## src/sma_pkg.sv

```systemverilog
`default_nettype none

package sma_pkg;

	// filter bank geometry
	localparam int NUM_CHANNELS = 4;
	localparam int CH_W = 2;

	// signed sample and average width
	localparam int DATA_W = 16;

	// largest window is 2^6 samples, so the memory holds 64 entries
	localparam int MAX_LOG2_WIN = 6;
	localparam int MEM_DEPTH = 1 << MAX_LOG2_WIN;

	// window code, values above MAX_LOG2_WIN are rejected
	localparam int WIN_CODE_W = 3;

	// running sum grows by one bit per doubling of the window
	localparam int SUM_W = DATA_W + MAX_LOG2_WIN;

	// tagged input sample
	typedef struct packed {
		logic [CH_W-1:0] channel;
		logic signed [DATA_W-1:0] data;
	} sample_t;

	// tagged output average
	typedef struct packed {
		logic [CH_W-1:0] channel;
		logic signed [DATA_W-1:0] average;
	} result_t;

endpackage

`default_nettype wire

```

## src/result_collector.sv

```systemverilog
`default_nettype none
`timescale 1ns/1ps

module result_collector (
	input wire i_clk,
	input wire i_rst_n,
	input wire [sma_pkg::NUM_CHANNELS-1:0] i_valid,
	input wire [sma_pkg::NUM_CHANNELS-1:0][sma_pkg::DATA_W-1:0] i_average,
	output logic o_result_valid,
	output sma_pkg::result_t o_result
);
	import sma_pkg::*;

	logic any_valid;
	logic [CH_W-1:0] sel_channel;
	logic signed [DATA_W-1:0] sel_average;

	// router strobes one channel at a time, so at most one valid bit is set
	assign any_valid = |i_valid;

	// encode the active valid bit into a channel number
	always_comb begin
		sel_channel = '0;
		for (int ch = 0; ch < NUM_CHANNELS; ch++) begin
			if (i_valid[ch]) begin
				sel_channel = CH_W'(ch);
			end
		end
	end

	assign sel_average = i_average[sel_channel];

	always_ff @(posedge i_clk or negedge i_rst_n) begin
		if (!i_rst_n) begin
			o_result_valid <= 1'b0;
		end else begin
			o_result_valid <= any_valid;
		end
	end

	// tagged payload, only loaded when a channel produced a result
	always_ff @(posedge i_clk) begin
		if (any_valid) begin
			o_result.channel <= sel_channel;
			o_result.average <= sel_average;
		end
	end

endmodule

`default_nettype wire

```

## config.mk

```make
export PLATFORM = sky130hd
export DESIGN_NAME = result_collector
export DESIGN_NICKNAME = d
export VERILOG_FILES = /design/src/sma_pkg.sv /design/src/result_collector.sv
export SDC_FILE = /design/constraint.sdc
export NUM_CORES = 1
export LEC_CHECK = 0
export BUFFER_PORTS_ARGS = -buffer_cell sky130_fd_sc_hd__buf_2
export CORE_UTILIZATION = 40
export CTS_CLUSTER_SIZE = 28
export DETAILED_ROUTE_END_ITERATION = 8
export GPL_ROUTABILITY_DRIVEN = 0
export PLACE_DENSITY = 0.86
export SYNTH_ARGS = -nofsm -noshare
export SYNTH_HDL_FRONTEND = slang
export SYNTH_SLANG_ARGS = --single-unit
```

## constraint.sdc

```tcl
create_clock -name i_clk -period 0.8 [get_ports i_clk]
set_input_delay 0.04 -clock i_clk [delete_from_list [all_inputs] [get_ports i_clk]]
set_output_delay 0.04 -clock i_clk [all_outputs]
set_load 0.01 [all_outputs]
```

# After elaboration in Yosys (flattened, before gate mapping)
# Cells that the tools add are included.
# totals
word_cells,10
latchBits,0
out_inout_bits,19
ram_bits,0
rom_bits,0
regBits,19
n_memories,0
# classes
shift,0
add_sub_neg,0
mux,5
reduce_logical,1
bitwise,0
div,0
multipliers,0
eq_ne,0
order_cmp,1
# ops
operator,count
$bmux 16 s2,1
$mux 16,1
$mux 2,2
$reduce_or 4->1,1
$lt 2x3->1 const B,1
$mux 1,1

# Longest topological paths before layout
# depth
depth_word,5
mapped_depth,6
depth_no_buf,3

# Worst setup path before layout
# No wires, ideal clock.
# synth_timing
path_kind,in2reg
from,input i_valid[2] (netlist bit)
to,"register o_result[0] (netlist bit), enable pin"
slack_ns,-0.418
path_buffers,1
arrival_ns,0.883
cell_stages,3
path_cell_list,buf_6 > nor3_4 > or2b_1
# synth_via
elab_chain_cells,1
# synth_rtl
element,line,source
start: declaration,result_collector.sv:7,"input wire [sma_pkg::NUM_CHANNELS-1:0] i_valid,"
$reduce_or 4->1,result_collector.sv:19,assign any_valid = |i_valid;
named net any_valid,result_collector.sv:14,logic any_valid;
end: declaration,result_collector.sv:10,output sma_pkg::result_t o_result
# The timed path passes the listed nets, and every way through them passes these cells.
# A chain may end at the register's enable or synchronous reset.

# Final worst setup path
# layout_timing
from,register o_result[0] (netlist bit)
to,output o_result[0] (netlist bit)
# No word-level cell between the ends.

==> impl_results.md <==
* Status: complete, but fails checks
* Failing checks: negative setup slack
* Post-route cell area at 1610 um^2
* Hold Path Class: in -> async
* Pre-CTS setup slack at -0.559 ns
* Power Total at 2.34 mW
* Final worst setup slack at -0.0942 ns
* Initial antenna violation count at 0
* Die ar. at 2730 um^2
* First-pass GRT wire length at 4740 um
* Die width at 52.2 um
* CTS root buffer: clkbuf_4
* CTS tree: yes
* Routed len/inst at 16.3 um
* Remaining DRCs at 0
* Clock tree sinks at 19
* Depth of the CTS H-tree at 1
* Synthesis Warnings at 0
* Row cnt at 17
* PD cells at 1450 nW/um^2
* Ports at 89
* Min cycle time layout at 0.894 ns
* Via Count at 1105
* Grt ovf at 0
* Most frequent cells in the layout: buf_2 (87), a22oi_1 (20), edfxtp_1 (18)
* Period Utilization, post-route at 1.12
* Final setup viols at 19
* Met3 WL at 267 um
* CP startpoint kind: flip-flop
* WL met2 at 1660 um
* Count of cell types in the netlist at 16
* Vias/cell at 5.47
* Post-synthesis cell area at 1010 um^2
* Cell family with most CP delay: flip-flops
* Arr. time, crit path at 0.85 ns
* M1 wire length at 1280 um
* Max stage delay on crit path at 0.41 ns
* Aggregate global-route resource usage at 0.246
* Slew HR at 0.835
* Vias in the first global route at 1073
* CTS buffer count at 3
* CTS Buffer Depth at 2
* Total Negative Setup Slacks at -1.05 ns
* Worst setup EP type: output port
* Cell Chain, Critical Path: buf_2
* Share of cells above drive strength 1 at 0.661
* Unrepaired setup endpoints after global routing: true
* IO Port Bufs at 88
* Worst path buffer plus inverter count at 1
* Synthesized flop and latch total at 19
* Synthesized instance count at 82
* Worst-path clk slew at 0.10 ns
* Dpl hpwl at 2350 um
* WS Path Type: reg -> out
* Commonest non-fill, non-tap cell in the layout: buf_2
* Worst Path Required at 0.76 ns
* Max cap viols at 0
* Fmax at 1.12 GHz
* Sequential area share after synthesis at 0.560
* Starting Density at 0.440
* Drt total wl at 3300 um
* DRT iter0 DRCs at 24
* Cell Area, Placed at 1520 um^2
* VDD IR-drop max at 0.00110 V
* Remaining antenna violation count at 0
* Largest net degree at the start of global routing at 35
* Max layer used: met4
* Core ar. at 2300 um^2
* Mean Syn Cell Area at 12.3 um^2
* Worst-path maximum fanout at 1
* Die height at 52.2 um
* Final slew viol count at 0
* # diodes at 0
* Syn-to-layout area delta at 59.6%
* Slowest CP cell: edfxtp_1
* Worst-margin pin slew at 0.247 ns
* Static Leakage at 0.729 nW
* Mapped Nets at 152
* Pre-Repair DR Iteration Count at 4
* Final Hold Viols at 0
* Final #Nets at 245
==> worst paths after layout <==
check,startpoint,to,slack (ns),cells after the start
min in group i_clk,i_average[2],o_result[2],0.05,3
worst min-delay path,i_rst_n,o_result_valid,0.03,2
max in group asynchronous,i_rst_n,o_result_valid,0.69,2
worst max-delay path,o_result[0],o_result[0],-0.09,1
==> logic make-up after synthesis <==
group | count (synthesis) | synth area share
muxes | 2 | 0.0211
buffers and inverters | 9 | 0.0681
and+or+nand+nor | 6 | 0.0483
AOI/OAI and AO/OA | 46 | 0.302
DFF | 19 | 0.560
==> registers in the layout, indices dropped and copies added (netlist names) <==
register and cells:
o_result_valid 1, o_result 18
==> stage by stage <==
step / cells / util / hold slack (ns)
floorplan: 82 / - / -0.256
global placement: 194 / 0.660 / -0.185
detailed placement: 194 / 0.660 / -0.183
CTS: 200 / 0.689 / 0.0195
global route: 202 / 0.702 / 0.0331
finish: 202 / 0.702 / 0.0295
==> cell usage after synthesis, drive strengths merged <==
cell type | number | area share
a22oi | 30 | 0.22
edfxtp | 18 | 0.54
o21ai | 16 | 0.079
buf | 8 | 0.063
or2 | 2 | 0.012
clkbuf | 1 | 0.0050
dfrtp | 1 | 0.025
mux2 | 1 | 0.011
mux2i | 1 | 0.0099
nand2 | 1 | 0.0037
nor2b | 1 | 0.0087
nor3 | 1 | 0.016
or2b | 1 | 0.0074
==> per-layer routing <==
layer  vias to the layer above  GRT usage
met5                         -          0
met4                         0      0.136
met3                         8     0.0232
met2                        61      0.447
met1                       515      0.281
li1                        521          -
==> cell type report <==
class / count / area, um^2
clock buffers: 4 / 26.3
fillers: 172 / 686
multi-input cells: 56 / 454
flip-flops and latches: 19 / 566
well taps: 28 / 35.0
repair buffers: 95 / 531
==> power breakdown <==
part | switching (mW) | internal [mW] | leakage [nW]
logic | 0.306 | 0.330 | 0.513
registers | 0.0283 | 1.21 | 0.201
clock network | 0.279 | 0.194 | 0.0150
==> what timing repair did <==
item,in CTS,in global routing
hold buffers,1,0
endpoints found under the hold margin,1,0
setup buffers,0,2
endpoints found under the setup margin,53,51
gates cloned,1,2
resized for setup,6,3
pin swaps,0,1
Power figures use the tool's default switching activity.
