--- src/sma_pkg.sv ---
`default_nettype none

package sma_pkg;

	// filter bank geometry
	localparam int NUM_CHANNELS = 4;
	localparam int CH_W = 2;

	// signed sample and average width
	localparam int DATA_W = 16;

	// largest window is 2^6 samples, so the memory holds 64 entries
	localparam int MAX_LOG2_WIN = 6;
	localparam int MEM_DEPTH = 1 << MAX_LOG2_WIN;

	// window code, values above MAX_LOG2_WIN are rejected
	localparam int WIN_CODE_W = 3;

	// running sum grows by one bit per doubling of the window
	localparam int SUM_W = DATA_W + MAX_LOG2_WIN;

	// tagged input sample
	typedef struct packed {
		logic [CH_W-1:0] channel;
		logic signed [DATA_W-1:0] data;
	} sample_t;

	// tagged output average
	typedef struct packed {
		logic [CH_W-1:0] channel;
		logic signed [DATA_W-1:0] average;
	} result_t;

endpackage

`default_nettype wire

--- src/window_config.sv ---
`default_nettype none
`timescale 1ns/1ps

module window_config (
	input wire i_clk,
	input wire i_rst_n,
	input wire i_cfg_we,
	input wire [sma_pkg::CH_W-1:0] i_cfg_channel,
	input wire [sma_pkg::WIN_CODE_W-1:0] i_cfg_log2_win,
	output logic [sma_pkg::NUM_CHANNELS-1:0][sma_pkg::WIN_CODE_W-1:0] o_log2_win,
	output logic [sma_pkg::NUM_CHANNELS-1:0] o_clear
);
	import sma_pkg::*;

	logic code_ok;
	logic code_differs;
	logic accept;

	// code 7 would ask for a window larger than the memory
	assign code_ok = (i_cfg_log2_win <= WIN_CODE_W'(MAX_LOG2_WIN));

	// rewriting the same code must leave the history alone
	assign code_differs = (i_cfg_log2_win != o_log2_win[i_cfg_channel]);

	assign accept = i_cfg_we && code_ok && code_differs;

	always_ff @(posedge i_clk or negedge i_rst_n) begin
		if (!i_rst_n) begin
			// code 0 is a window of one sample
			o_log2_win <= '0;
			o_clear <= '0;
		end else begin
			for (int ch = 0; ch < NUM_CHANNELS; ch++) begin
				if (accept && (i_cfg_channel == CH_W'(ch))) begin
					o_log2_win[ch] <= i_cfg_log2_win;
					o_clear[ch] <= 1'b1;
				end else begin
					// clear is a single cycle pulse
					o_clear[ch] <= 1'b0;
				end
			end
		end
	end

endmodule

`default_nettype wire

--- config.mk ---
export PLATFORM = sky130hd
export DESIGN_NAME = window_config
export DESIGN_NICKNAME = d
export VERILOG_FILES = /design/src/sma_pkg.sv /design/src/window_config.sv
export SDC_FILE = /design/constraint.sdc
export NUM_CORES = 1
export LEC_CHECK = 0
export ABC_AREA = 1
export BUFFER_PORTS_ARGS = -buffer_cell sky130_fd_sc_hd__buf_2
export CAP_MARGIN = 0
export CORE_MARGIN = 2
export CORE_UTILIZATION = 48
export CTS_BUF_LIST = sky130_fd_sc_hd__clkbuf_4 sky130_fd_sc_hd__clkbuf_8
export DETAILED_ROUTE_END_ITERATION = 16
export PLACE_DENSITY_LB_ADDON = 0.12
export SYNTH_ARGS = -nofsm -noshare
export SYNTH_HDL_FRONTEND = slang
export SYNTH_SLANG_ARGS = --single-unit
--- constraint.sdc ---
create_clock -name i_clk -period 1.2 [get_ports i_clk]
set_input_delay 0.06 -clock i_clk [delete_from_list [all_inputs] [get_ports i_clk]]
set_output_delay 0.06 -clock i_clk [all_outputs]
set_load 0.01 [all_outputs]
* Word-level counts from Yosys, hierarchy flattened
Index checks and enable logic that the tools add are counted.
** Word-level totals
- Bits of input ports :: 8
- Output and inout bits :: 16
- Logic and storage cells :: 24
- Flip-flop bits (word level) :: 16
** Operators by class
- Eq/ne operators :: 4
- $lt $le $gt $ge :: 2
- Reductions and logical operators :: 7
- Mux-type cells :: 6
** Operator list (count)
- $bmux W3 S2 :: 1
- $logic_and A1 B1 Y1 :: 6
- $eq A2 B2 Y1 const B :: 2
- $mux W1 :: 4
- $le A3 B3 Y1 const B :: 1
- $lt A2 B3 Y1 const B :: 1
- $mux W3 :: 1
- $ne A3 B3 Y1 :: 1
- $eq A2 B1 Y1 const B :: 1
- $logic_not A2 Y1 :: 1

* Depth between registers and ports, before layout
- Word-level depth :: 6
- Mapped depth :: 12
- Gate-level depth less buffers :: 11

* Worst setup path before layout
No wires, ideal clock.
- Path type :: register to register
- From :: reg o_log2_win[9] (netlist name)
- To :: reg o_log2_win[1] (netlist name)
- Required time :: 1083 ps
- Path slack :: -36 ps
- Setup time :: 117 ps
- Stages on the path, launching flop included :: 10
- Period minus slack after synthesis :: 1236 ps
- Buffers on the path :: 1
- Data arrival time :: 1119 ps
- Cells stage by stage :: dfrtp_1 nand2_1 nand2_1 nand2_1 nand3_1 nand2_2 nand3_4 buf_8 nand4_1 nand2_1
** Between the ends
- Word-level cells in the longest chain between the ends :: 5
** Ends and longest elaborated chain
- from (decl) :: RTL line window_config.sv:10 : output logic [sma_pkg::NUM_CHANNELS-1:0][sma_pkg::WIN_CODE_W-1:0] o_log2_win,
- from (signal, indexed assignment) :: RTL line window_config.sv:35 : o_log2_win[ch] <= i_cfg_log2_win;
- $bmux W3 S2 :: RTL line window_config.sv:23 : assign code_differs = (i_cfg_log2_win != o_log2_win[i_cfg_channel]);
- $mux W3 (implied by the code) :: RTL line window_config.sv:23
- $ne A3 B3 Y1 :: RTL line window_config.sv:23
- $logic_and A1 B1 Y1 :: RTL line window_config.sv:25 : assign accept = i_cfg_we && code_ok && code_differs;
- $logic_and A1 B1 Y1 :: RTL line window_config.sv:34 : if (accept && (i_cfg_channel == CH_W'(ch))) begin
Every way passes these cells. The select of a mux whose other input is x is not followed.
A chain may end at the register's enable or synchronous reset.

* Final worst setup path
- From :: reg o_log2_win[8] (netlist name)
- To :: reg o_log2_win[1] (netlist name)
The elaborated chain is that of the path after synthesis.

==> flow_results.org <==
** Global routing
- Global routing consumed, over all layers together, 22.73% of the routing resources.
- First-pass GRT wire length :: 3422 um
- Largest net degree at the start of global routing :: 17
- The via count of the first global-routing pass is 766.
- The total overflow left after global routing is 0.
- The number of antenna violations at the first check in global routing is 0.

** Power
- In this run, the combinational gates consume 38.9% of the power.
- PnR Total Power :: 1.724 mW
- For this design the static power due to leakage is roughly 0.71 nW.
- Switching share of power :: 34.62%
- Clock network fraction of design power :: roughly a fifth
- Per report_power, the sequential group accounts for 39.6% of the total.
- Internal Pwr Total :: 1.127 mW
- Power per cell area :: 1415 nW/um^2
- Switching power :: about 0.6 mW
- IR analysis of the VDD net gives a maximum drop of 0.9581 mV.

** Setup path
- Data on the critical path is required at its endpoint by between 1 and 1.5 ns.
- R2r startpoint :: o_log2_win[8]$_DFFE_PN0P_
- Worst reg-to-reg path cell count :: 10
- Maximum fanout count along the critical path :: 8
- The most critical setup path has its startpoint at o_log2_win[8]$_DFFE_PN0P_.
- Startpoint type of the worst setup path :: flip-flop
- Arrival @ worst endpoint :: ~1.5 ns
- Class of the most critical setup path :: reg2reg
- STA classifies the critical path endpoint as a flip-flop.

** Hold path
- Worst min-delay path startpoint :: i_cfg_log2_win[2]
- Cell depth of the worst min-delay path :: 3
- Worst min-delay path category :: in2reg

** Synth
- Nets in the synthesized netlist :: 120
- In this run, distinct cell masters in the synthesized netlist total 15.
- Number of cells produced by synthesis :: between 100 and 150
- Yosys instantiated no cell more often than sky130_fd_sc_hd__nand2_1.
- Measured against the total synthesized area, the mux share comes to 0%.
- Post-synthesis xor/xnor area fraction :: 0%
- By area the synthesized netlist is led by sky130_fd_sc_hd__dfrtp_1 (46%), sky130_fd_sc_hd__nand2_1 (24%), sky130_fd_sc_hd__nand4_1 (8.7%).
- Number of flops mapped to enable cells by yosys :: 0
- Average cell area after synthesis :: 7.697 um^2
- The mapped netlist covers 862.1 um^2.
- By count the netlist is led by sky130_fd_sc_hd__nand2_1 (55), sky130_fd_sc_hd__dfrtp_1 (16), sky130_fd_sc_hd__nand4_1 (12).
- Area share of the largest cell type after synthesis :: 46.44%
- For this run, the register share of the synthesized area comes to 46.44%.
- Of all cell types, the one taking the most synthesized area is sky130_fd_sc_hd__dfrtp_1.
- For this run, asynchronously set or reset flops after synthesis account for 100.0%.
- The synthesized netlist devotes 43.40% of its cell area to simple gates.
- Number of warning messages in the yosys log :: 0
- The most used flip-flop cell after synthesis is sky130_fd_sc_hd__dfrtp_1.
- Main combinational cell family by area after synthesis :: simple AND/OR/NAND/NOR gates
- Synthesis inferred 16 register bits.
- The synthesized netlist devotes 0% of its cell area to adder and majority cells.
- Summing the areas of all compound-gate instances in the mapped netlist gives 0.8708% of the synthesized area.

** CTS
- TritonCTS buffer count :: 3
- Number of clock sinks :: 16
- No sink is reached through more buffers than the 2 on the longest clock path.
- Clock tree synthesis selected as its root buffer the cell sky130_fd_sc_hd__clkbuf_4.
- Clock latency on the worst-skew pair, taken at its later pin, is around 0.29 ns.
- TritonCTS clock tree :: done
- H-tree levels :: 1
- CTS clk-pin slew, worst paths :: 0.10 ns

** Place
- At the end of routability-driven placement, the weighted congestion stood at 0.8492.
- Cell count after placement :: around 170
- Port buffer count :: 23
- Dpl hpwl :: 1481 um
- At the placement stage, the worst setup path has a slack of -0.1640 ns.

** Route
- Drt wl/cell :: approximately 12 um
- Total Routed Length :: 2118 um
- The first TritonRoute pass finished after 4 iterations.
- The detail route stage leaves a number of antenna-violating nets equal to 0.
- The routed layout has 890 vias.
- In this run, the number of DRC markers left after iteration 0 of detailed routing was 31.
- Average via count per standard cell :: 4.972
- DR DRC count :: 0

** STA
- Measured against its own limit, the worst slew margin works out to 75.15%.
- RSZ-0062 raised after global routing :: true
- Maximum clock rate :: 740.5 MHz
- Setup violations remaining at the end of the flow were counted as 16.
- Once routing completed, OpenROAD measured the worst setup slack at -0.1504 ns.
- After layout, the worst path uses 112.5% of the clock period.
- Final max-slew violation count :: 0
- Post-Route Setup TNS :: -1.976 ns
- Actual transition at the worst max-transition pin :: 0.3714 ns
- Hold timing on the final database bottoms out at a slack of 0.06267 ns.
- The worst path in the final design needs a cycle of ~1.4 ns, including I/O delays and setup.
- Final hold violation count :: 0
- Max Clock Skew :: 0.005021 ns

** Floorplanning
- The core region is around 1700 um^2.
- Number of top-level design ports :: 24
- The die covers 2151 um^2.
- In this run the horizontal extent of the chip is 46.38 um.
- The die is 46.38 um tall.
- Standard-cell rows :: 15
- Starting density of the core :: 50.48%

** Finish
- Number of nets in the layout :: 163
- The number of antenna diodes in the final layout is 0.
- Cells with a size suffix above 1 make up ~44% of the layout.
- Non-filler instance count after layout :: 179
- The area growth from synthesis to layout is 41.36%.

** Run status
- The run finished, with violations left.
- The final reports fail on negative setup slack.

** Job
- Number of maximum-capacitance violations :: 0
==> layout by cell type (no fill, tap or decap), types with 3 or more instances in the layout <==
| cell type | instances |
|---|---|
| sky130_fd_sc_hd__nand3_1 | 3 |
| sky130_fd_sc_hd__nor2_1 | 3 |
| sky130_fd_sc_hd__buf_2 | 23 |
| sky130_fd_sc_hd__nand2_2 | 13 |
| sky130_fd_sc_hd__inv_1 | 6 |
| sky130_fd_sc_hd__nand4_1 | 12 |
| sky130_fd_sc_hd__inv_2 | 4 |
| sky130_fd_sc_hd__dfrtp_1 | 16 |
| sky130_fd_sc_hd__nand2_1 | 45 |
| sky130_fd_sc_hd__clkbuf_4 | 3 |
| sky130_fd_sc_hd__buf_4 | 16 |
| sky130_fd_sc_hd__nand3_4 | 5 |
==> per-layer routing <==
metal | GRT usage (%) | share of wire [%] | up-vias | routed length [um]
li1 | - | - | 448 | -
met1 | 33.17 | 45 | 389 | 953
met2 | 33.61 | 45 | 47 | 955
met3 | 3.529 | 8.2 | 6 | 173
met4 | 8.571 | 1.7 | 0 | 36
met5 | 0 | 0 | - | 0
==> area by class of cell <==
cell class	count	area (um^2)
repair buffers	40	245.2
inverters	11	48.80
multi-input cells	83	456.7
fillers	152	489.2
well taps	25	31.28
flip-flops and latches	16	400.4
clock buffers	4	36.28
==> state kept, by name (all words and copies together) (netlist names) <==
register    cells
o_clear         4
o_log2_win     12
==> worst max-delay path, cell delays in order (launching register included) <==
cell                      delay (ns)
sky130_fd_sc_hd__dfrtp_1        0.40
sky130_fd_sc_hd__nand2_1        0.07
sky130_fd_sc_hd__nand2_1        0.06
sky130_fd_sc_hd__nand2_1        0.08
sky130_fd_sc_hd__nand2_1        0.06
sky130_fd_sc_hd__nand2_1        0.06
sky130_fd_sc_hd__nand2_2        0.08
sky130_fd_sc_hd__nand3_4        0.18
sky130_fd_sc_hd__nand3_4        0.13
sky130_fd_sc_hd__nand2_2        0.08
sky130_fd_sc_hd__nand2_1        0.04
==> cells by family (layout without fill, tap and decap cells) <==
logic type | Yosys count | count (layout)
AND/OR/NAND/NOR | 81 | 82
AO/OA/AOI/OAI | 1 | 1
buffers and inverters | 14 | 55
flip-flops | 16 | 16
==> repair_timing <==
item,CTS,global route
endpoints found under the hold margin,16,0
endpoints found under the setup margin,16,16
pin swaps,5,4
gates cloned,1,0
gates resized for setup,5,12
hold buffers,1,0
setup buffers,2,2
==> path summary, 6_finish.rpt <==
path	end	slack, ns
setup / recovery	o_log2_win[1]$_DFFE_PN0P_	-0.15
hold / removal	o_log2_win[11]$_DFFE_PN0P_	0.06
setup reg to reg	o_log2_win[1]$_DFFE_PN0P_	-0.15
hold reg to reg	o_log2_win[5]$_DFFE_PN0P_	0.52
max in group asynchronous	o_log2_win[2]$_DFFE_PN0P_	0.74
min in group asynchronous	o_log2_win[8]$_DFFE_PN0P_	0.20
==> stage by stage <==
stage	util (%)	area, um^2
floorplan	-	867.1
global placement	62.78	1072
detailed placement	62.78	1072
CTS	69.01	1179
global route	71.36	1219
finish	71.36	1219
==> power by group through the flow <==
stage / clock [mW] / combinational [mW] / sequential (mW)
floorplan: 0 / 0.241 / 0.754
global placement: 0 / 0.552 / 0.695
detailed placement: 0 / 0.560 / 0.697
CTS: 0.374 / 0.620 / 0.683
global route: 0.397 / 0.750 / 0.695
finish: 0.370 / 0.672 / 0.683
(Power assumes the default switching activity.)
