**config.mk**
```make
export PLATFORM = sky130hd
export DESIGN_NAME = sample_router
export DESIGN_NICKNAME = d
export VERILOG_FILES = /design/src/sma_pkg.sv /design/src/sample_router.sv
export SDC_FILE = /design/constraint.sdc
export NUM_CORES = 1
export LEC_CHECK = 0
export BUFFER_PORTS_ARGS = -buffer_cell sky130_fd_sc_hd__buf_2
export CORE_MARGIN = 3
export CORE_UTILIZATION = 42
export CTS_CLUSTER_DIAMETER = 150
export CTS_CLUSTER_SIZE = 24
export DETAILED_ROUTE_END_ITERATION = 10
export GPL_TIMING_DRIVEN = 0
export PLACE_DENSITY = 0.84
export SYNTH_ARGS = -nofsm -noshare
export SYNTH_HDL_FRONTEND = slang
export SYNTH_SLANG_ARGS = --single-unit
```
**constraint.sdc**
```tcl
create_clock -name i_clk -period 1.3 [get_ports i_clk]
set_clock_uncertainty 0.1 [all_clocks]
set_input_delay 0.13 -clock i_clk [delete_from_list [all_inputs] [get_ports i_clk]]
set_output_delay 0.13 -clock i_clk [all_outputs]
set_load 0.02 [all_outputs]
```
**src/sma_pkg.sv**
```systemverilog
`default_nettype none

package sma_pkg;

	// filter bank geometry
	localparam int NUM_CHANNELS = 4;
	localparam int CH_W = 2;

	// signed sample and average width
	localparam int DATA_W = 16;

	// largest window is 2^6 samples, so the memory holds 64 entries
	localparam int MAX_LOG2_WIN = 6;
	localparam int MEM_DEPTH = 1 << MAX_LOG2_WIN;

	// window code, values above MAX_LOG2_WIN are rejected
	localparam int WIN_CODE_W = 3;

	// running sum grows by one bit per doubling of the window
	localparam int SUM_W = DATA_W + MAX_LOG2_WIN;

	// tagged input sample
	typedef struct packed {
		logic [CH_W-1:0] channel;
		logic signed [DATA_W-1:0] data;
	} sample_t;

	// tagged output average
	typedef struct packed {
		logic [CH_W-1:0] channel;
		logic signed [DATA_W-1:0] average;
	} result_t;

endpackage

`default_nettype wire

```
**src/sample_router.sv**
```systemverilog
`default_nettype none
`timescale 1ns/1ps

module sample_router (
	input wire i_clk,
	input wire i_rst_n,
	input wire i_sample_strobe,
	input wire sma_pkg::sample_t i_sample,
	output logic [sma_pkg::NUM_CHANNELS-1:0] o_update,
	output logic signed [sma_pkg::DATA_W-1:0] o_data
);
	import sma_pkg::*;

	logic [NUM_CHANNELS-1:0] channel_onehot;

	// one-hot decode of the channel tag
	always_comb begin
		channel_onehot = '0;
		for (int ch = 0; ch < NUM_CHANNELS; ch++) begin
			if (i_sample.channel == CH_W'(ch)) begin
				channel_onehot[ch] = 1'b1;
			end
		end
	end

	// update strobes drop back to zero when no sample arrives
	always_ff @(posedge i_clk or negedge i_rst_n) begin
		if (!i_rst_n) begin
			o_update <= '0;
		end else if (i_sample_strobe) begin
			o_update <= channel_onehot;
		end else begin
			o_update <= '0;
		end
	end

	// sample value is shared by all channels, only the strobe selects
	always_ff @(posedge i_clk) begin
		if (i_sample_strobe) begin
			o_data <= i_sample.data;
		end
	end

endmodule

`default_nettype wire

```
# ---- Word level (Yosys, flattened, before mapping)
# Cells that the tools add are included.
dict set report totals {
  register_bits 20
  in_bits 21
  wordCells 11
}
dict set report op_classes {
  eq_ne 3
  muxes 5
  n_reduce_logical 1
}
# cell count
set op_table {}
lappend op_table {{== test 2 bit (second input constant)} 2}
lappend op_table {{two-way mux 1 bit} 4}
lappend op_table {{two-way mux 4 bit} 1}
lappend op_table {{== test 2 x 1 -> 1 bit (second input constant)} 1}
lappend op_table {{logical NOT 2 bit} 1}

# ---- Depth between registers and ports, before layout
# Gate-level depths: netlist of run 1.
dict set report logic_depth {
  depth_word 3
  depth_mapped 1
  mapped_depth_nobuf 1
}

# ---- Worst setup path before layout of run 1
# No wires, ideal clock.
dict set report synth_path {
  path_type {flip-flop to output port}
  start {reg o_data[0] (netlist name)}
  end {out o_data[0] (netlist name)}
  t_arrival_ns 0.449
  slack_ns 0.621
  path_stages_with_launch 1
  n_path_buf 0
  cell_sequence {edfxtp_1}
}
# item line
set synth_lines {}
lappend synth_lines {{start: declaration} sample_router.sv:10} ;# output logic signed [sma_pkg::DATA_W-1:0] o_data
lappend synth_lines {{start signal: assignment} sample_router.sv:40} ;# o_data <= i_sample.data;
# No word-level cell between the ends.

# ---- Worst setup path after layout of run 1
dict set report layout_path {
  start {reg o_data[11] (netlist name)}
  end {out o_data[11] (netlist name)}
}
# No word-level cell between the ends.

==> results of run 1 <==
==> metrics by stage <==
stage               total power (W)  cells
floorplan                 0.0008325     24
global placement          0.0009097     79
detailed placement        0.0009171     79
CTS                        0.001452    102
global route               0.001497    102
finish                     0.001440    102
==> kinds of logic after synthesis <==
kind of cell,after synthesis
flip-flops,20
AND/OR/NAND/NOR,4
==> flip-flops by register name, indices dropped and copies added (netlist names) <==
name and count:
o_update 4, o_data 16
==> worst max-delay path by stage <==
| stage | from | end | slack [ps] | cells past startpoint |
|---|---|---|---|---|
| final | o_data[11]$_DFFE_PP_ | o_data[11] | 190 | 1 |
| after global routing | o_data[11]$_DFFE_PP_ | o_data[11] | 150 | 1 |
| after CTS | o_data[9]$_DFFE_PP_ | o_data[9] | 190 | 1 |
| after detailed placement | i_sample_strobe | o_data[2]$_DFFE_PP_ | 380 | 1 |
| after global placement | i_sample_strobe | o_data[5]$_DFFE_PP_ | 400 | 1 |
| after floorplan | o_data[0]$_DFFE_PP_ | o_data[0] | 620 | 0 |
==> timing repair <==
item / CTS / global route
setup endpoints to repair: 0 / 0
hold buffers: 19 / 0
endpoints found under the hold margin: 21 / 0
==> cell usage in the layout (no fill, tap or decap) <==
cell type / instances
dlygate4sd3_1: 19
and3_2: 1
nor3b_2: 1
bufinv_16: 1
and3b_1: 2
dfrtp_1: 4
buf_2: 40
clkbuf_4: 3
edfxtp_1: 16
==> power by group <==
group / internal [W] / switching [W] / leakage (nW) / total [W]
logic: 0.0000910 / 0.000105 / 0.264 / 0.000196
clock network: 0.000311 / 0.000179 / 0.0279 / 0.000491
registers: 0.000741 / 0.0000121 / 0.210 / 0.000753
==> final cells by class <==
class | count | area (µm²) | share of cell area (%)
clock buffer | 3 | 22.52 | 2.086
clock inverter | 1 | 30.03 | 2.781
multi-input combinational | 4 | 37.54 | 3.476
sequential | 20 | 580.6 | 53.77
tap | 15 | 18.77 | 1.738
timing repair buffer | 59 | 390.4 | 36.15
==> per-layer routing <==
metal  track usage, %  share of wire, %  vias up
met5                0                 0        -
met4            3.614                 0        0
met3            4.472               6.2        0
met2            30.81                55       20
met1            21.70                38      213
li1                 -                 -      219
==> summary.md, run 1 <==
| Metric | Value |
|---|---|
| # nets final | `109` |
| Critical path class | `register to primary output` |
| Post-synthesis xor/xnor area fraction | `0%` |
| Crit-path max cell delay | `410 ps` |
| Post-synth top flop | `edfxtp_1` |
| Tot GR Track Use | `17.49%` |
| Post-CTS Setup Inserts | `0` |
| DIE AREA | `1968 µm²` |
| Actual slew at the worst max-slew pin | `391.9 ps` |
| Pre-antenna DRT Iters | `1` |
| Antenna violations before repair | `0` |
| Synthesized-area fraction occupied by adder cells | `0%` |
| Vias in the first global route | `486` |
| Mapped cell area | `618.1 µm²` |
| Final setup fails | `0` |
| Utilization after layout | `80.96%` |
| Finished Cell Area | `1080 µm²` |
| Core Area | `1334 µm²` |
| Share of layout cells above drive strength 1 | `52.87%` |
| First-pass GRT wire length | `2332 µm` |
| Crit path DAT | `880 ps` |
| Synth top area cells | `edfxtp_1 (78%), dfrtp_1 (16%), and3b_1 (2.8%)` |
| Residual DRC | `0` |
| Die Y | `44.36 µm` |
| Async set or reset register ratio after synthesis | `20.00%` |
| Post-synthesis compound-gate area fraction | `0%` |
| H-tree levels | `1` |
| Die width | `44.36 µm` |
| Net Count, Synth | `45` |
| Crit-path max FO | `1` |
| Crit path launch type | `register` |
| Post-synthesis mux area share | `0%` |
| WL final | `1493 µm` |
| Hold Crit Class | `input pin to async pin` |
| Setup ws final | `190.4 ps` |
| Endpoint class of the critical path | `primary output` |
| Worst rel slew slack | `73.87%` |
| Worst path top cell family by delay | `flip-flops` |
| Final TNS setup | `0 ps` |
| Filler Cell Count | `84` |
| Most frequent cell after synthesis | `edfxtp_1` |
| IO Pins | `41` |
| Core Rows | `13` |
| Number of CTS-inserted buffers | `3` |
| Critical-path cell list | `buf_2` |
| Initial Utilization | `46.34%` |
| Avg Inst Size Synth | `25.75 µm²` |
| Min Tclk post-route | `1110 ps` |
| Tcrit/Tclk final | `85.35%` |
| Post-DRT Antenna Nets | `0` |
| GRT Residual Overflow | `0` |
| Clk slew on worst S/H paths | `110 ps` |
| P_leak | `0.5025 nW` |
| Gpl congestion | `0.6526` |
| Simple-Gate Fraction of Synth Area | `6.073%` |
| RSZ-0062 raised after global routing | `false` |
| Pwr dens | `1334 nW/µm²` |
| Area growth syn-to-layout | `74.70%` |
| Slowest-stage cell, CP | `edfxtp_1` |
| Count of state elements after synthesis | `20` |
| Via count | `452` |
| Top-area cell type share of the netlist area | `77.73%` |
| Yosys top cell by area | `edfxtp_1` |
| Drt wl/cell | `14.64 µm` |
| Via density | `4.431` |
| Syn Inst Count | `24` |
| Largest net degree at the start of global routing | `21` |
| Register area share after synthesis | `93.93%` |
| Combinational family with the most area after synthesis | `simple AND/OR/NAND/NOR gates` |
| Synth cell count leaders | `edfxtp_1 (16), dfrtp_1 (4), and3b_1 (2)` |
| EDFF count, synth | `16` |
| Final hold vios | `0` |
| Diodes inserted | `0` |
| DR iter-0 viols | `0` |
| CTS resizes | `0` |
| Req. time, crit path | `1070 ps` |
| Number of port buffers | `40` |
| Synth Warn # | `0` |
| Max-slew violation count | `0` |
| Longest Clk Path Bufs | `2` |
| DP Worst Slack | `379.8 ps` |
| Placed Area | `837.1 µm²` |
| CP bufs+invs | `1` |
| CTS tree | `built` |
| Worst VDD drop | `1.303 mV` |
| CTS root buffer | `clkbuf_4` |
| Status | `completed` |
| # clock sinks | `20` |
| Fmax | `901.2 MHz` |
| Count of different cell masters after synthesis | `5` |
| Hold Slack | `67.26 ps` |
| Max-cap violations | `0` |
(Power assumes the default switching activity.)
==> run 2, diff against run 1 <==
RECOVER_POWER = 50   (was not set)
==> run 2 against run 1 <==
Non-clock buffer count is the same. Worst hold slack better by 20 ps. Utilization decreased by 0.19 points.
==> summary.md, run 2 (synthesis gave the netlist of run 1 again) <==
| Metric | Value |
|---|---|
| Placed cells | `79 (unchanged)` |
| Flop pwr share | `52.3% (about the same)` |
| Status | `completed` |
| Tcrit/Tclk final | `85.88% (+0.53 points)` |
| Crit-path max cell delay | `420 ps (about the same)` |
| Largest net degree at the start of global routing | `21 (unchanged)` |
| Final TNS setup | `0 ps (unchanged)` |
| P_leak | `0.4970 nW (-1.1%)` |
| DIE AREA | `1968 µm² (unchanged)` |
| Req. time, crit path | `1070 ps (about the same)` |
| Met2 WL | `825 µm (-0.36%)` |
| Max Used Layer | `met3` |
| Routed length on met1 | `562 µm (-1.9%)` |
| Endpoint class of the critical path | `primary output` |
| CTS tree | `built` |
| Pwr dens | `1338 nW/µm² (+0.29%)` |
| Number of CTS-inserted buffers | `3 (unchanged)` |
| Register area | `580.6 µm² (unchanged)` |
| Gpl congestion | `0.6526 (unchanged)` |
| Worst rel slew slack | `38.84% (-35 points)` |
| Pre-antenna DRT Iters | `2 (+1)` |
| Post-DRT Antenna Nets | `0 (unchanged)` |
| Min Tclk post-route | `1116 ps (+6.892 ps)` |
| Crit path launch type | `register` |
| Commonest non-fill, non-tap cell in the layout | `buf_2` |
| Metal3 WL | `96 µm (+4.3%)` |
| CTS root buffer | `clkbuf_4` |
| Longest Clk Path Bufs | `2 (unchanged)` |
| Pint | `0.001143 W (about the same)` |
| Post-CTS Setup Inserts | `0 (unchanged)` |
| Core Area | `1334 µm² (unchanged)` |
| # nets final | `109 (unchanged)` |
| Max-cap violations | `0 (unchanged)` |
| Clk network pwr share | `34.2% (about the same)` |
| H-tree levels | `1 (unchanged)` |
| Placed Area | `837.1 µm² (unchanged)` |
| Finished Cell Area | `1077 µm² (-0.23%)` |
| Via count | `450 (-0.44%)` |
| Tot Pwr | `0.001441 W (about the same)` |
| Crit path DAT | `890 ps (about the same)` |
| Regs by FF count | `o_data (16), o_update (4)` |
| Die Y | `44.36 µm (unchanged)` |
| IO Pins | `41 (unchanged)` |
| Filler Cell Count | `86 (+2.4%)` |
| Tot GR Track Use | `17.49% (unchanged)` |
| Worst path top cell family by delay | `flip-flops` |
| Final hold vios | `0 (unchanged)` |
| Max-slew violation count | `0 (unchanged)` |
| Drt wl/cell | `14.54 µm (-0.67%)` |
| Share of layout cells above drive strength 1 | `50.57% (-2.3 points)` |
| # clock sinks | `20 (unchanged)` |
| CP bufs+invs | `1 (unchanged)` |
| DR iter-0 viols | `4 (+4)` |
| Actual slew at the worst max-slew pin | `917.4 ps (+525.5 ps)` |
| Final setup fails | `0 (unchanged)` |
| Setup ws final | `183.5 ps (-6.892 ps)` |
| Via density | `4.412 (-0.44%)` |
| Area of the multi-input gates | `37.54 µm² (unchanged)` |
| Worst VDD drop | `1.304 mV (+0.13%)` |
| Top reg by flops | `o_data` |
| Clk slew on worst S/H paths | `110 ps (about the same)` |
| Core Rows | `13 (unchanged)` |
| Crit-path max FO | `1 (unchanged)` |
| Slowest-stage cell, CP | `edfxtp_1` |
| CTS resizes | `0 (unchanged)` |
| Area growth syn-to-layout | `74.29%` |
| First-pass GRT wire length | `2332 µm (unchanged)` |
| Critical path class | `register to primary output` |
| Fmax | `895.7 MHz (-0.62%)` |
| Hold Crit Class | `input pin to async pin` |
| WL final | `1483 µm (-0.67%)` |
| Crit. path cell count | `1 (unchanged)` |
| Diodes inserted | `0 (unchanged)` |
| Vias in the first global route | `486 (unchanged)` |
| Max reg flops | `16 (unchanged)` |
| Commonest cells after routing, fill and taps aside | `buf_2 (38), dlygate4sd3_1 (19), edfxtp_1 (16)` |
| GRT Residual Overflow | `0 (unchanged)` |
| Switching power | `0.0002981 W (+0.46%)` |
| Number of port buffers | `40 (unchanged)` |
| Final non-filler cell total | `102 (unchanged)` |
| DP Worst Slack | `379.8 ps (unchanged)` |
| Hold-fix buffers, CTS | `19 (unchanged)` |
| Critical-path cell list | `buf_2` |
| Residual DRC | `0 (unchanged)` |
| Combinational Power Share | `13.5% (about the same)` |
| Switching share of total power | `20.69% (+0.083 points)` |
| Die width | `44.36 µm (unchanged)` |
| Antenna violations before repair | `0 (unchanged)` |
| Initial Utilization | `46.34% (unchanged)` |
| RSZ-0062 raised after global routing | `false` |
## run 2: cell types whose count changed in the layout (fill, tap and decap cells not counted), sizes merged
cell	previous run	this run
clkbuf	3	5
buf	40	38
## run 2: path summary, 6_finish.rpt
path                                       from                    end  slack [ps]
min                                     i_rst_n  o_update[3]$_DFF_PN0_          90
min in group i_clk              i_sample_strobe    o_data[4]$_DFFE_PP_         410
max in group asynchronous               i_rst_n  o_update[0]$_DFF_PN0_         830
max                        o_data[11]$_DFFE_PP_             o_data[11]         180
## run 2: layer usage
metal,track usage [%],vias up
li1,-,218
met1,21.70,210
met2,30.81,22
met3,4.472,0
met4,3.614,0
met5,0,-
## run 2: cell type report
type	instances	share of cell area [%]
timing repair buffer	59	36.00
tap	15	1.742
clock buffer	3	2.091
sequential	20	53.89
clock inverter	1	2.787
multi-input combinational	4	3.484
## run 2: power by group through the flow
stage / combinational [W] / sequential, W / clock (W)
floorplan: 0.00000481 / 0.000828 / 0
global placement: 0.000146 / 0.000763 / 0
detailed placement: 0.000150 / 0.000767 / 0
CTS: 0.000194 / 0.000753 / 0.000505
global route: 0.000209 / 0.000758 / 0.000529
finish: 0.000195 / 0.000754 / 0.000492
## run 2: per-stage QoR
step,util [%],hold WS [ps]
6_report,80.77,87.48
5_1_grt,80.77,95.36
4_1_cts,80.96,50.08
3_5_place_dp,62.76,-159.7
3_3_place_gp,62.76,-168.0
2_1_floorplan,-,-265.6
==> run 3, diff against run 2 <==
BUFFER_PORTS_ARGS = not set   (was -buffer_cell sky130_fd_sc_hd__buf_2)
CORE_AREA = 3 3 40 42   (was not set)
CORE_MARGIN = not set   (was 3)
CORE_UTILIZATION = not set   (was 42)
DIE_AREA = 0 0 43 45   (was not set)
DONT_BUFFER_PORTS = 1   (was not set)
PLACE_DENSITY = not set   (was 0.84)
PLACE_DENSITY_LB_ADDON = 0.3   (was not set)
==> run 3 against run 2 <==
The flow now finishes with violations (negative hold slack). Sequential power rose by 8.8%. Die area fell by 1.7%. First-iteration DRC count fell by 50%. Non-clock buffer count fell by 39. Critical path depth fell by 1. Sequential cell count did not move. Global-route usage fell by 5.8 points. Critical endpoint is now o_data[0]. Largest cell class unchanged.
==> summary.md, run 3 (synthesis gave the netlist of run 1 again) <==
| Metric | Value |
|---|---|
| Hold Crit Class | `input pin to register` |
| Final TNS setup | `0 ps (unchanged)` |
| Placed Area | `636.9 µm² (-24%)` |
| Worst rel slew slack | `85.27% (+46 points)` |
| Hold-fix buffers, CTS | `20 (+1)` |
| Filler Cell Count | `93 (+8.1%)` |
| Initial Utilization | `48.10% (+1.8 points)` |
| Via density | `5.081 (+15%)` |
| Residual DRC | `0 (unchanged)` |
| First-pass GRT wire length | `1524 µm (-35%)` |
| Commonest non-fill, non-tap cell in the layout | `dlygate4sd3_1` |
| RSZ-0062 raised after global routing | `false` |
| CTS root buffer | `clkbuf_4` |
| HP Start | `i_sample_strobe` |
| Fmax | `986.4 MHz (+10%)` |
| CTS resizes | `0 (unchanged)` |
| Crit path launch type | `register` |
| Req. time, crit path | `1070 ps (about the same)` |
| Critical Path Start | `o_data[0]$_DFFE_PP_` |
| Drt wl/cell | `17.77 µm (+22%)` |
| Hold Slack | `-149.1 ps (-236.6 ps)` |
| Pre-antenna DRT Iters | `2 (unchanged)` |
| Register area | `580.6 µm² (unchanged)` |
| DP Worst Slack | `598.6 ps (+218.8 ps)` |
| Crit path DAT | `780 ps (-110 ps)` |
| Die width | `43 µm (-3.1%)` |
| Top reg by flops | `o_data` |
| Critical path class | `register to primary output` |
| Finished Cell Area | `859.6 µm² (-20%)` |
| Crit-path max FO | `1 (unchanged)` |
| Post-CTS Setup Inserts | `0 (unchanged)` |
| Tcrit/Tclk final | `77.99% (-7.9 points)` |
| DIE AREA | `1935 µm² (-1.7%)` |
| DR iter-0 viols | `2 (-2)` |
| # nets final | `70 (-36%)` |
| Endpoint class of the critical path | `primary output` |
| H-tree levels | `1 (unchanged)` |
| Status | `finished, violations left` |
| Largest net degree at the start of global routing | `21 (unchanged)` |
| Violated checks | `negative hold slack` |
| CTS tree | `built` |
| Pwr dens | `1328 nW/µm² (-0.75%)` |
| Share of layout cells above drive strength 1 | `10.64% (-40 points)` |
| P_leak | `0.3301 nW (-34%)` |
| Utilization after layout | `66.89% (-14 points)` |
| Post-DRT Antenna Nets | `0 (unchanged)` |
| Number of CTS-inserted buffers | `3 (unchanged)` |
| Area of the multi-input gates | `37.54 µm² (unchanged)` |
| WL final | `1102 µm (-26%)` |
| Min Tclk post-route | `1014 ps (-102.7 ps)` |
| Final hold vios | `20 (+20)` |
| Diodes inserted | `0 (unchanged)` |
| Clk slew on worst S/H paths | `100 ps (about the same)` |
| Antenna violations before repair | `0 (unchanged)` |
| GRT Residual Overflow | `0 (unchanged)` |
| Worst VDD drop | `0.7959 mV (-39%)` |
| Vias in the first global route | `325 (-33%)` |
| Max-cap violations | `0 (unchanged)` |
| Setup ws final | `286.2 ps (+102.7 ps)` |
| Tot GR Track Use | `11.67% (-5.8 points)` |
| Max-slew violation count | `0 (unchanged)` |
| Gpl congestion | `0.5954 (-8.8%)` |
| Final setup fails | `0 (unchanged)` |
| Regs by FF count | `o_data (16), o_update (4)` |
| Core Area | `1285 µm² (-3.7%)` |
| Area growth syn-to-layout | `39.07%` |
| Longest Clk Path Bufs | `2 (unchanged)` |
| Actual slew at the worst max-slew pin | `221.4 ps (-696.1 ps)` |
| Commonest cells after routing, fill and taps aside | `dlygate4sd3_1 (20), edfxtp_1 (16), dfrtp_1 (4)` |
| Number of port buffers | `0 (-100%)` |
| # clock sinks | `20 (unchanged)` |
| Core Rows | `13 (unchanged)` |
| Max reg flops | `16 (unchanged)` |
| Via count | `315 (-30%)` |
| IO Pins | `41 (unchanged)` |
| Die Y | `45 µm (+1.4%)` |
[run 3: layer usage]
| metal | up-vias | track usage, % | wire length, µm |
|---|---|---|---|
| met2 | 20 | 22.46 | 659 |
| li1 | 140 | - | - |
| met3 | 2 | 4.781 | 114 |
| met4 | 0 | 7.229 | 6 |
| met5 | - | 0 | 0 |
| met1 | 153 | 9.704 | 321 |
[run 3: final cells by class]
type                            instances  area share, %
Multi-Input combinational cell          4          4.367
Clock buffer                            3          2.620
Timing Repair Buffer                   20          23.29
Sequential cell                        20          67.54
Tap cell                               15          2.183
[run 3: worst paths after layout]
check,slack [ps],cells after the start,endpoint
max,290,0,o_data[0]
min,-150,0,o_data[12]$_DFFE_PP_
max in group asynchronous,390,2,o_update[0]$_DFF_PN0_
min in group asynchronous,540,2,o_update[2]$_DFF_PN0_
[run 3: power by group]
group / switching [W] / total (W) / internal, W
clock network: 0.000157 / 0.000265 / 0.000107
logic: 0.0000132 / 0.0000570 / 0.0000439
registers: 0.0000742 / 0.000820 / 0.000745
[run 3: metrics by stage]
stage,std cells,total power (W)
final,62,0.001141
after detailed placement,39,0.0008415
after global routing,62,0.001190
after global placement,39,0.0008386
after CTS,62,0.001155
after floorplan,24,0.0008325
